**config.mk**
```make
export PLATFORM = sky130hd
export DESIGN_NAME = cdb_top
export DESIGN_NICKNAME = d
export VERILOG_FILES = /design/src/design/bus_pkg.sv /design/src/design/unit_pkg.sv /design/src/design/slot_reserve.sv /design/src/design/result_bus.sv /design/src/design/operand_merge.sv /design/src/design/cdb_top.sv
export SDC_FILE = /design/constraint.sdc
export NUM_CORES = 1
export LEC_CHECK = 0
export BUFFER_PORTS_ARGS = -buffer_cell sky130_fd_sc_hd__buf_2
export CELL_PAD_IN_SITES_DETAIL_PLACEMENT = 1
export CELL_PAD_IN_SITES_GLOBAL_PLACEMENT = 1
export CORE_AREA = 2 2 406 408
export DETAILED_ROUTE_END_ITERATION = 8
export DIE_AREA = 0 0 408 410
export PLACE_DENSITY_LB_ADDON = 0.1
export SYNTH_ARGS = -nofsm -noshare
export SYNTH_HDL_FRONTEND = slang
export SYNTH_HIERARCHICAL = 1
export SYNTH_SLANG_ARGS = --single-unit
export TNS_END_PERCENT = 1
```
**constraint.sdc**
```tcl
create_clock -name clk -period 2.7 [get_ports clk]
set_input_delay 0.405 -clock clk [delete_from_list [all_inputs] [get_ports clk]]
set_output_delay 0.405 -clock clk [all_outputs]
set_load 0.005 [all_outputs]
```
**src/design/bus_pkg.sv**
```systemverilog
package bus_pkg;

	////////////////////////////////////////////////////////////
	// widths
	////////////////////////////////////////////////////////////

	parameter int TAG_W  = 6;
	parameter int DATA_W = 32;

	typedef logic [TAG_W-1:0]  tag_t;
	typedef logic [DATA_W-1:0] word_t;

	////////////////////////////////////////////////////////////
	// requests and beats
	////////////////////////////////////////////////////////////

	// fixed latency unit asking for a slot
	typedef struct packed {
		logic valid;
		tag_t tag;
	} slot_req_t;

	// zero latency path, data comes with the request
	typedef struct packed {
		logic  valid;
		tag_t  tag;
		word_t data;
	} in_req_t;

	// also used for merged operands
	typedef struct packed {
		logic  valid;
		tag_t  tag;
		word_t data;
	} cdb_t;

	typedef struct packed {
		logic  valid;
		word_t data;
	} rob_read_t;

endpackage

```
**src/design/unit_pkg.sv**
```systemverilog
package unit_pkg;

	////////////////////////////////////////////////////////////
	// unit codes, index into the result array of each bus
	////////////////////////////////////////////////////////////

	typedef enum logic [1:0] {
		GPR_ADD_SUB,
		GPR_NEXT_MOV,
		GPR_LW,
		GPR_FTOI
	} gpr_unit_t;

	// fdiv and fsqrt request separately
	typedef enum logic [2:0] {
		FPR_FDIV,
		FPR_FSQRT,
		FPR_FADD_FSUB,
		FPR_FMUL,
		FPR_ITOF,
		FPR_LW,
		FPR_FMOV
	} fpr_unit_t;

	parameter int GPR_N_UNIT = 4;
	parameter int FPR_N_UNIT = 7;

	////////////////////////////////////////////////////////////
	// entry stages, bus latency is stage + 1
	////////////////////////////////////////////////////////////

	parameter int GPR_STAGE [GPR_N_UNIT] = '{0, 0, 0, 2};
	parameter int FPR_STAGE [FPR_N_UNIT] = '{13, 13, 5, 3, 2, 0, 0};

	// one past the deepest entry stage
	parameter int GPR_DEPTH = 3;
	parameter int FPR_DEPTH = 14;

endpackage

```
**src/design/slot_reserve.sv**
```systemverilog
`timescale 1ns/1ps

module slot_reserve #(
	parameter int DEPTH = 1,
	parameter int N_REQ = 1,
	parameter int STAGE [N_REQ] = '{default: 0},
	parameter type unit_t = logic
) (
	input  logic                clk,
	input  logic                arst_n,
	input  logic                flush,
	input  bus_pkg::slot_req_t  req [N_REQ],
	output logic [N_REQ-1:0]    ready,
	output logic                head_valid,
	output bus_pkg::tag_t       head_tag,
	output unit_t               head_unit
);

	typedef struct packed {
		bus_pkg::tag_t tag;
		unit_t         unit;
	} slot_t;

	logic [DEPTH-1:0] rsv_valid;
	slot_t            rsv_slot [DEPTH];
	logic [DEPTH-1:0] valid_next;
	slot_t            slot_next [DEPTH];
	logic [N_REQ-1:0] grant;

	////////////////////////////////////////////////////////////
	// ready per requester
	////////////////////////////////////////////////////////////

	for (genvar i = 0; i < N_REQ; i++) begin : g_ready
		logic pass_busy;
		logic prio_busy;

		// an entry moving down into our stage wins
		if (STAGE[i] + 1 < DEPTH) begin : g_pass
			assign pass_busy = rsv_valid[STAGE[i] + 1];
		end else begin : g_top
			assign pass_busy = 1'b0;
		end

		// lower code at the same stage wins
		always_comb begin
			prio_busy = 1'b0;
			for (int j = 0; j < i; j++) begin
				if (STAGE[j] == STAGE[i] && req[j].valid) begin
					prio_busy = 1'b1;
				end
			end
		end

		assign ready[i] = !pass_busy && !prio_busy;
		assign grant[i] = req[i].valid && ready[i];
	end

	////////////////////////////////////////////////////////////
	// next state per stage
	////////////////////////////////////////////////////////////

	for (genvar s = 0; s < DEPTH; s++) begin : g_stage
		logic  shift_valid;
		slot_t shift_slot;
		logic  load_valid;
		slot_t load_slot;

		if (s + 1 < DEPTH) begin : g_mid
			assign shift_valid = rsv_valid[s + 1];
			assign shift_slot  = rsv_slot[s + 1];
		end else begin : g_top
			assign shift_valid = 1'b0;
			assign shift_slot  = '0;
		end

		// at most one grant per stage, and only if nothing shifts in
		always_comb begin
			load_valid = shift_valid;
			load_slot  = shift_slot;
			for (int i = 0; i < N_REQ; i++) begin
				if (STAGE[i] == s && grant[i]) begin
					load_valid     = 1'b1;
					load_slot.tag  = req[i].tag;
					load_slot.unit = unit_t'(i);
				end
			end
		end

		assign valid_next[s] = load_valid;
		assign slot_next[s]  = load_slot;
	end

	// flush also drops a grant from the same cycle
	always_ff @(posedge clk or negedge arst_n) begin
		if (!arst_n) begin
			rsv_valid <= '0;
		end else if (flush) begin
			rsv_valid <= '0;
		end else begin
			rsv_valid <= valid_next;
		end
	end

	always_ff @(posedge clk) begin
		rsv_slot <= slot_next;
	end

	assign head_valid = rsv_valid[0];
	assign head_tag   = rsv_slot[0].tag;
	assign head_unit  = rsv_slot[0].unit;

endmodule

```
**src/design/result_bus.sv**
```systemverilog
`timescale 1ns/1ps

module result_bus #(
	parameter int DEPTH = 1,
	parameter int N_REQ = 1,
	parameter int STAGE [N_REQ] = '{default: 0},
	parameter type unit_t = logic
) (
	input  logic                clk,
	input  logic                arst_n,
	input  logic                flush,
	input  bus_pkg::slot_req_t  req [N_REQ],
	output logic [N_REQ-1:0]    ready,
	input  bus_pkg::in_req_t    in_req,
	output logic                in_ready,
	input  bus_pkg::word_t      result [N_REQ],
	output bus_pkg::cdb_t       bus
);

	logic          head_valid;
	bus_pkg::tag_t head_tag;
	unit_t         head_unit;
	logic          in_grant;

	slot_reserve #(
		.DEPTH  (DEPTH),
		.N_REQ  (N_REQ),
		.STAGE  (STAGE),
		.unit_t (unit_t)
	) slot (
		.clk,
		.arst_n,
		.flush,
		.req,
		.ready,
		.head_valid,
		.head_tag,
		.head_unit
	);

	////////////////////////////////////////////////////////////
	// bus beat
	////////////////////////////////////////////////////////////

	// input path only fills an empty head, no delay
	assign in_ready = !head_valid;
	assign in_grant = in_req.valid && in_ready;

	always_comb begin
		bus.valid = head_valid || in_grant;
		if (head_valid) begin
			bus.tag  = head_tag;
			// unit result of the cycle the tag shows up
			bus.data = result[head_unit];
		end else begin
			bus.tag  = in_req.tag;
			bus.data = in_req.data;
		end
	end

endmodule

```
**src/design/operand_merge.sv**
```systemverilog
`timescale 1ns/1ps

module operand_merge #(
	parameter int N_READ = 2
) (
	input  bus_pkg::cdb_t      arch_read [N_READ],
	input  bus_pkg::rob_read_t rob_read [N_READ],
	input  bus_pkg::cdb_t      bus,
	output bus_pkg::cdb_t      operand [N_READ]
);

	for (genvar i = 0; i < N_READ; i++) begin : g_port
		logic bus_hit;

		// tag being written back right now
		assign bus_hit = bus.valid && bus.tag == arch_read[i].tag;

		assign operand[i].valid = arch_read[i].valid || rob_read[i].valid || bus_hit;
		assign operand[i].tag   = arch_read[i].tag;

		// arch first, then bus, rob last
		always_comb begin
			if (arch_read[i].valid) begin
				operand[i].data = arch_read[i].data;
			end else if (bus_hit) begin
				operand[i].data = bus.data;
			end else begin
				operand[i].data = rob_read[i].data;
			end
		end
	end

endmodule

```
**src/design/cdb_top.sv**
```systemverilog
`timescale 1ns/1ps

module cdb_top #(
	parameter int N_READ = 2
) (
	input  logic                 clk,
	input  logic                 arst_n,
	input  logic                 flush,

	input  bus_pkg::slot_req_t   gpr_req [unit_pkg::GPR_N_UNIT],
	output logic [unit_pkg::GPR_N_UNIT-1:0] gpr_ready,
	input  bus_pkg::in_req_t     gpr_in_req,
	output logic                 gpr_in_ready,
	input  bus_pkg::word_t       gpr_result [unit_pkg::GPR_N_UNIT],
	output bus_pkg::cdb_t        gpr_bus,
	input  bus_pkg::cdb_t        gpr_arch_read [N_READ],
	input  bus_pkg::rob_read_t   gpr_rob_read [N_READ],
	output bus_pkg::cdb_t        gpr_operand [N_READ],

	input  bus_pkg::slot_req_t   fpr_req [unit_pkg::FPR_N_UNIT],
	output logic [unit_pkg::FPR_N_UNIT-1:0] fpr_ready,
	input  bus_pkg::in_req_t     fpr_in_req,
	output logic                 fpr_in_ready,
	input  bus_pkg::word_t       fpr_result [unit_pkg::FPR_N_UNIT],
	output bus_pkg::cdb_t        fpr_bus,
	input  bus_pkg::cdb_t        fpr_arch_read [N_READ],
	input  bus_pkg::rob_read_t   fpr_rob_read [N_READ],
	output bus_pkg::cdb_t        fpr_operand [N_READ]
);

	////////////////////////////////////////////////////////////
	// gpr
	////////////////////////////////////////////////////////////

	result_bus #(
		.DEPTH  (unit_pkg::GPR_DEPTH),
		.N_REQ  (unit_pkg::GPR_N_UNIT),
		.STAGE  (unit_pkg::GPR_STAGE),
		.unit_t (unit_pkg::gpr_unit_t)
	) gpr_bus_i (
		.clk,
		.arst_n,
		.flush,
		.req      (gpr_req),
		.ready    (gpr_ready),
		.in_req   (gpr_in_req),
		.in_ready (gpr_in_ready),
		.result   (gpr_result),
		.bus      (gpr_bus)
	);

	operand_merge #(.N_READ(N_READ)) gpr_merge (
		.arch_read (gpr_arch_read),
		.rob_read  (gpr_rob_read),
		.bus       (gpr_bus),
		.operand   (gpr_operand)
	);

	////////////////////////////////////////////////////////////
	// fpr
	////////////////////////////////////////////////////////////

	result_bus #(
		.DEPTH  (unit_pkg::FPR_DEPTH),
		.N_REQ  (unit_pkg::FPR_N_UNIT),
		.STAGE  (unit_pkg::FPR_STAGE),
		.unit_t (unit_pkg::fpr_unit_t)
	) fpr_bus_i (
		.clk,
		.arst_n,
		.flush,
		.req      (fpr_req),
		.ready    (fpr_ready),
		.in_req   (fpr_in_req),
		.in_ready (fpr_in_ready),
		.result   (fpr_result),
		.bus      (fpr_bus)
	);

	operand_merge #(.N_READ(N_READ)) fpr_merge (
		.arch_read (fpr_arch_read),
		.rob_read  (fpr_rob_read),
		.bus       (fpr_bus),
		.operand   (fpr_operand)
	);

endmodule

```
* After elaboration in Yosys (flattened, before gate mapping)
Index checks and enable logic that the tools add are counted.
** Storage, ports and cells
- Bits of input ports :: 798
- Word-level logic and storage cells :: 128
- Bits in registers :: 167
** Cells by class
- Muxes and demuxes :: 43
- Magnitude comparators :: 2
- Bitwise logic cells :: 2
- Eq/ne operators :: 4
- Reduce and logical (&&, ||, !) cells :: 40
** Operators with widths (number)
- $mux 32 :: 12
- $bmux 32 s3 :: 1
- $mux 38 :: 2
- $bmux 32 s2 :: 1
- $mux 9 :: 7
- $eq 6x6->1 :: 4
- $mux 8 :: 3
- $logic_and 1x1->1 :: 18
- $mux 1 :: 14
- $mux 14 :: 1
- $logic_not 1->1 :: 11
- $logic_or 1x1->1 :: 10
- $ge 4x4->1 const B :: 1
- $not 3->4 :: 1
- $ge 3x3->1 const B :: 1
- $mux 3 :: 1
- $not 2->3 :: 1
- $mux 2 :: 1
- $reduce_or 2->1 :: 1

* Depth between registers and ports, before layout
- Depth after elaboration :: 9
- Depth in mapped cells :: 8

* Hierarchy
The synthesis kept the hierarchy.
** By module, submodules not included
- operand_merge :: area each 1986.9 um^2, sequential area each 0.0 um^2, times used 2, cells an instance 180
- slot_reserve at fpr_bus_i.slot :: area each 3283.1 um^2, sequential area each 2492.4 um^2, times used 1, cells an instance 221
- result_bus at fpr_bus_i :: area each 2736.4 um^2, sequential area each 0.0 um^2, times used 1, cells an instance 272
- result_bus at gpr_bus_i :: area each 1546.5 um^2, sequential area each 0.0 um^2, times used 1, cells an instance 155
- slot_reserve at gpr_bus_i.slot :: area each 902.1 um^2, sequential area each 515.5 um^2, times used 1, cells an instance 84

* Worst setup path before layout
No wires, ideal clock.
- Path type :: register to output
- From :: reg fpr_bus_i.slot.rsv_valid[0]
- To :: out fpr_operand[10] (netlist name)
- Stages on the path, launching flop included :: 9
- Data required time :: 2.295 ns
- Data arrival time :: 2.153 ns
- Path slack :: 0.142 ns
- Buffers on the path :: 3
- Cell sequence :: dfrtp_1 buf_2 buf_2 mux2_1 xor2_1 nor3_2 nand4_4 buf_6 mux2_4
** RTL lines
- start: declaration :: line slot_reserve.sv:24 : logic [DEPTH-1:0] rsv_valid;
- start signal: assignment :: line slot_reserve.sv:101 : rsv_valid <= valid_next;
- end: declaration :: line cdb_top.sv:28 : output bus_pkg::cdb_t fpr_operand [N_READ]

==> metrics.csv <==
stage;metric;value;unit
sta;unrepaired setup endpoints after global routing;yes;
logic_synthesis;Cell variety after synth;57;
sta;Hold Fails Final Rpt;0;
sta;Hold Worst Slack;0.157;ns
routing;Initial DRC Count;420;
grt;initial antenna violation count;132;
clock_tree;CTS clock-pin slew for the worst setup and hold paths;0.07;ns
sta;# setup viols final;145;
grt;most used routing layer;met2;
grt;first-pass GRT wire length;148;mm
pwr;internal power;5450;uW
finish;P&R area growth vs syn;75.5;%
grt;met3 usage;0.0393;
finish;share of cells above drive strength 1;0.778;
pwr;Gate power share;0.423;
logic_synthesis;syn_area_per_cell;11.4;sq um
logic_synthesis;Post-Synthesis Net Count;1890;
sta;shortest period the worst path allows;3.21;ns
sta;final worst setup slack;-0.507;ns
finish;commonest cells after routing, fill and taps aside;buf_2, mux2_2, dfxtp_1;
pwr;clock share of power;0.291;
routing;Vias per Instance;3.18;
setup_path;Crit. End Element;primary output;
floorplanning;DIE WIDTH;408;um
pwr;P_sw;2990;uW
clock_tree;Skew-Pair Late Insertion Delay;0.45;ns
clock_tree;CTS tree;built;
clock_tree;H-tree Lvls;4;
sta;clock skew;0.00770;ns
grt;met2 Resource Use GR;0.255;
sta;slew margin rel.;0.487;
finish;final instance area;0.0218;sq mm
setup_path;CP Launch Type;flip-flop;
sta;Tcrit/Tclk final;1.19;
job;max cap viols;0;
finish;most common cell after layout, fill and taps aside;buf_2;
logic_synthesis;Syn Inst Count;1092;
floorplanning;core area;0.163;sq mm
pwr;switching share of total power;0.354;
floorplanning;initial core utilization;0.0761;
setup_path;CP max FO;32;
placed_design;Post-Place Cell Area;0.0206;sq mm
grt;GR Layer Usage met1;0.144;
logic_synthesis;Mapped Area;0.0124;sq mm
clock_tree;# clock sinks;146;
routing;via count;13900;
logic_synthesis;#FFs+latches synth;146;
floorplanning;Core Rows;149;
floorplanning;Die Area;0.167;sq mm
logic_synthesis;post-synthesis sequential area ratio;0.242;
routing;final wirelength;115;mm
sta;slew of the pin with the lowest slew margin;0.768;ns
grt;largest net degree at the start of global routing;52;
finish;final net count;2944;
clock_tree;Root Driver;clkbuf_16;
sta;Final Max Tran Viols;0;
pwr;Power Dens Cells;386;mW/mm^2
setup_path;Worst Path Arrival;2.80;ns
clock_tree;clk buf depth;2;
sta;Max Fclk;0.312;GHz
setup_path;Data required, critical path;2.30;ns
min_path;hold crit path type;in -> reg;
pwr;Seq pwr share;0.286;
placed_design;Routability Congestion;1.01;
routing;Final ANT Viol Nets;0;
placed_design;Port Buf Inserts;1042;
floorplanning;Die Span Y;410;um
pwr;Leak;0.00985;uW
grt;grt total ovfl;0;
outcome;status;finished, violations left;
routing;1st-pass router iterations;4;
setup_path;worst setup path class;reg -> out;
grt;vias in the first global route;15200;
placed_design;dpl hpwl;103;mm
routing;post-DR wirelength/cell;26.3;um
grt;GRT Util Overall;0.132;
outcome;failing checks;setup timing;
clock_tree;number of CTS-inserted buffers;17;
floorplanning;I/O pins;1045;
routing;Residual DRC;0;
logic_synthesis;Yosys Warn Count;6;
pwr;Max VDD drop;0.406;mV
==> power by group through the flow <==
stage | logic [uW] | registers (uW) | clock network [uW]
4_1_cts | 3610 | 2410 | 2610
6_report | 3570 | 2410 | 2450
3_3_place_gp | 3480 | 2460 | 0
2_1_floorplan | 1620 | 2400 | 0
5_1_grt | 3830 | 2430 | 2690
3_5_place_dp | 3470 | 2460 | 0
==> flip-flops by register name (all words and copies together), names as in the netlist, 3 cells and up <==
register / cells
fpr_bus_i/slot/g_stage.load_slot: 66
fpr_bus_i/slot/rsv_valid: 14
fpr_bus_i/slot/head_tag: 6
gpr_bus_i/slot/head_tag: 6
gpr_bus_i/slot/rsv_valid: 3
gpr_bus_i/slot/g_stage.load_slot: 7
fpr_bus_i/slot/g_stage.shift_slot: 32
gpr_bus_i/slot/g_stage.shift_slot: 7
fpr_bus_i/slot/head_unit: 3
==> per-stage QoR <==
| step | TNS [ns] | total power, uW | cells | worst slack (ns) | util |
|---|---|---|---|---|---|
| 6_report | -53.49 | 8430 | 4367 | -0.507 | 0.134 |
| 5_1_grt | -73.13 | 8950 | 4353 | -0.628 | 0.133 |
| 4_1_cts | -71.03 | 8640 | 4348 | -0.594 | 0.132 |
| 3_5_place_dp | -6.73 | 5930 | 4310 | -0.508 | 0.126 |
| 3_3_place_gp | -4.64 | 5940 | 4310 | -0.479 | 0.126 |
| 2_1_floorplan | 0 | 4020 | 1092 | 0.142 | - |
==> repair_timing <==
action                                 in CTS  in global routing
resized for setup                          62                 30
buffers inserted                            4                  0
hold buffers                                1                  0
cloned                                      1                  0
setup endpoints to repair                 190                183
pin swaps                                   7                  3
endpoints found under the hold margin      17                  0
==> critical path: stages (launching register included) <==
cell and delay, ns:
dfrtp_1 0.40, buf_12 0.15, mux2_4 0.33, xor2_2 0.15, nor3_2 0.27, buf_4 0.19, nand4_4 0.08, buf_12 0.22
mux2_4 0.33, buf_2 0.16
==> worst paths after layout <==
path                            slack, ns  cells after the start                              startpoint                                 endpoint
worst min register to register       0.33                      0  gpr_bus_i/slot/g_stage[1].load_slot[6]  gpr_bus_i/slot/g_stage[0].shift_slot[6]
worst min-delay path                 0.16                      2                              gpr_req[0]   gpr_bus_i/slot/g_stage[1].load_slot[2]
worst max register to register       1.15                      3             gpr_bus_i/slot/rsv_valid[1]               gpr_bus_i/slot/head_tag[3]
max in group asynchronous            1.81                      2                                  arst_n              fpr_bus_i/slot/rsv_valid[0]
worst max-delay path                -0.51                      9             gpr_bus_i/slot/rsv_valid[0]                          gpr_operand[55]
min in group asynchronous            0.47                      2                                  arst_n              gpr_bus_i/slot/rsv_valid[0]
==> cell usage after synthesis (all sizes together) <==
master	n	area, sq um
a211o	5	43.8
a211oi	37	443
a21o	1	8.76
a21oi	2	10.0
a221oi	33	302
a22o	6	52.6
a22oi	1	7.51
a31oi	1	6.26
and2	6	37.5
buf	93	808
clkbuf	25	97.6
conb	2	7.51
dfrtp	17	425
dfxtp	129	2580
inv	19	71.3
mux2	382	4690
mux2i	64	641
nand2	14	52.6
nand2b	36	225
nand4	8	110
nor2	54	208
nor2b	25	164
nor3	6	50.1
nor3b	6	70.1
nor4b	5	62.6
o21a	1	7.51
o21ai	7	35.0
o21ba	1	16.3
o21bai	1	18.8
o221ai	38	508
o22ai	32	388
o311ai	1	8.76
or2	5	31.3
or3b	5	43.8
xnor2	4	35.0
xor2	20	175
==> per-layer routing <==
layer,wire length (um),up-vias,share of wire
met5,372,-,0.0032
met4,2050,54,0.018
met3,7790,257,0.068
met2,61400,784,0.53
met1,43300,6620,0.38
li1,-,6191,-
==> cell type report <==
cell class	count	area, sq um
Multi-Input combinational cell	809	8840
Antenna cell	19	47.5
Timing Repair Buffer	1153	6500
Sequential cell	146	3020
Fill cell	19400	142000
Clock inverter	15	188
Inverter	19	71.3
Tap cell	2189	2740
Clock buffer	17	425
==> cells by family after synthesis <==
logic type	after synthesis	share of synthesized area
muxes	446	0.428
and+or+nand+nor	170	0.0848
AOI/OAI and AO/OA	167	0.149
DFF	146	0.242
buffers and inverters	137	0.0785
xor gates and xnor gates	24	0.0169
other	2	0.000604
(Power assumes the default switching activity.)
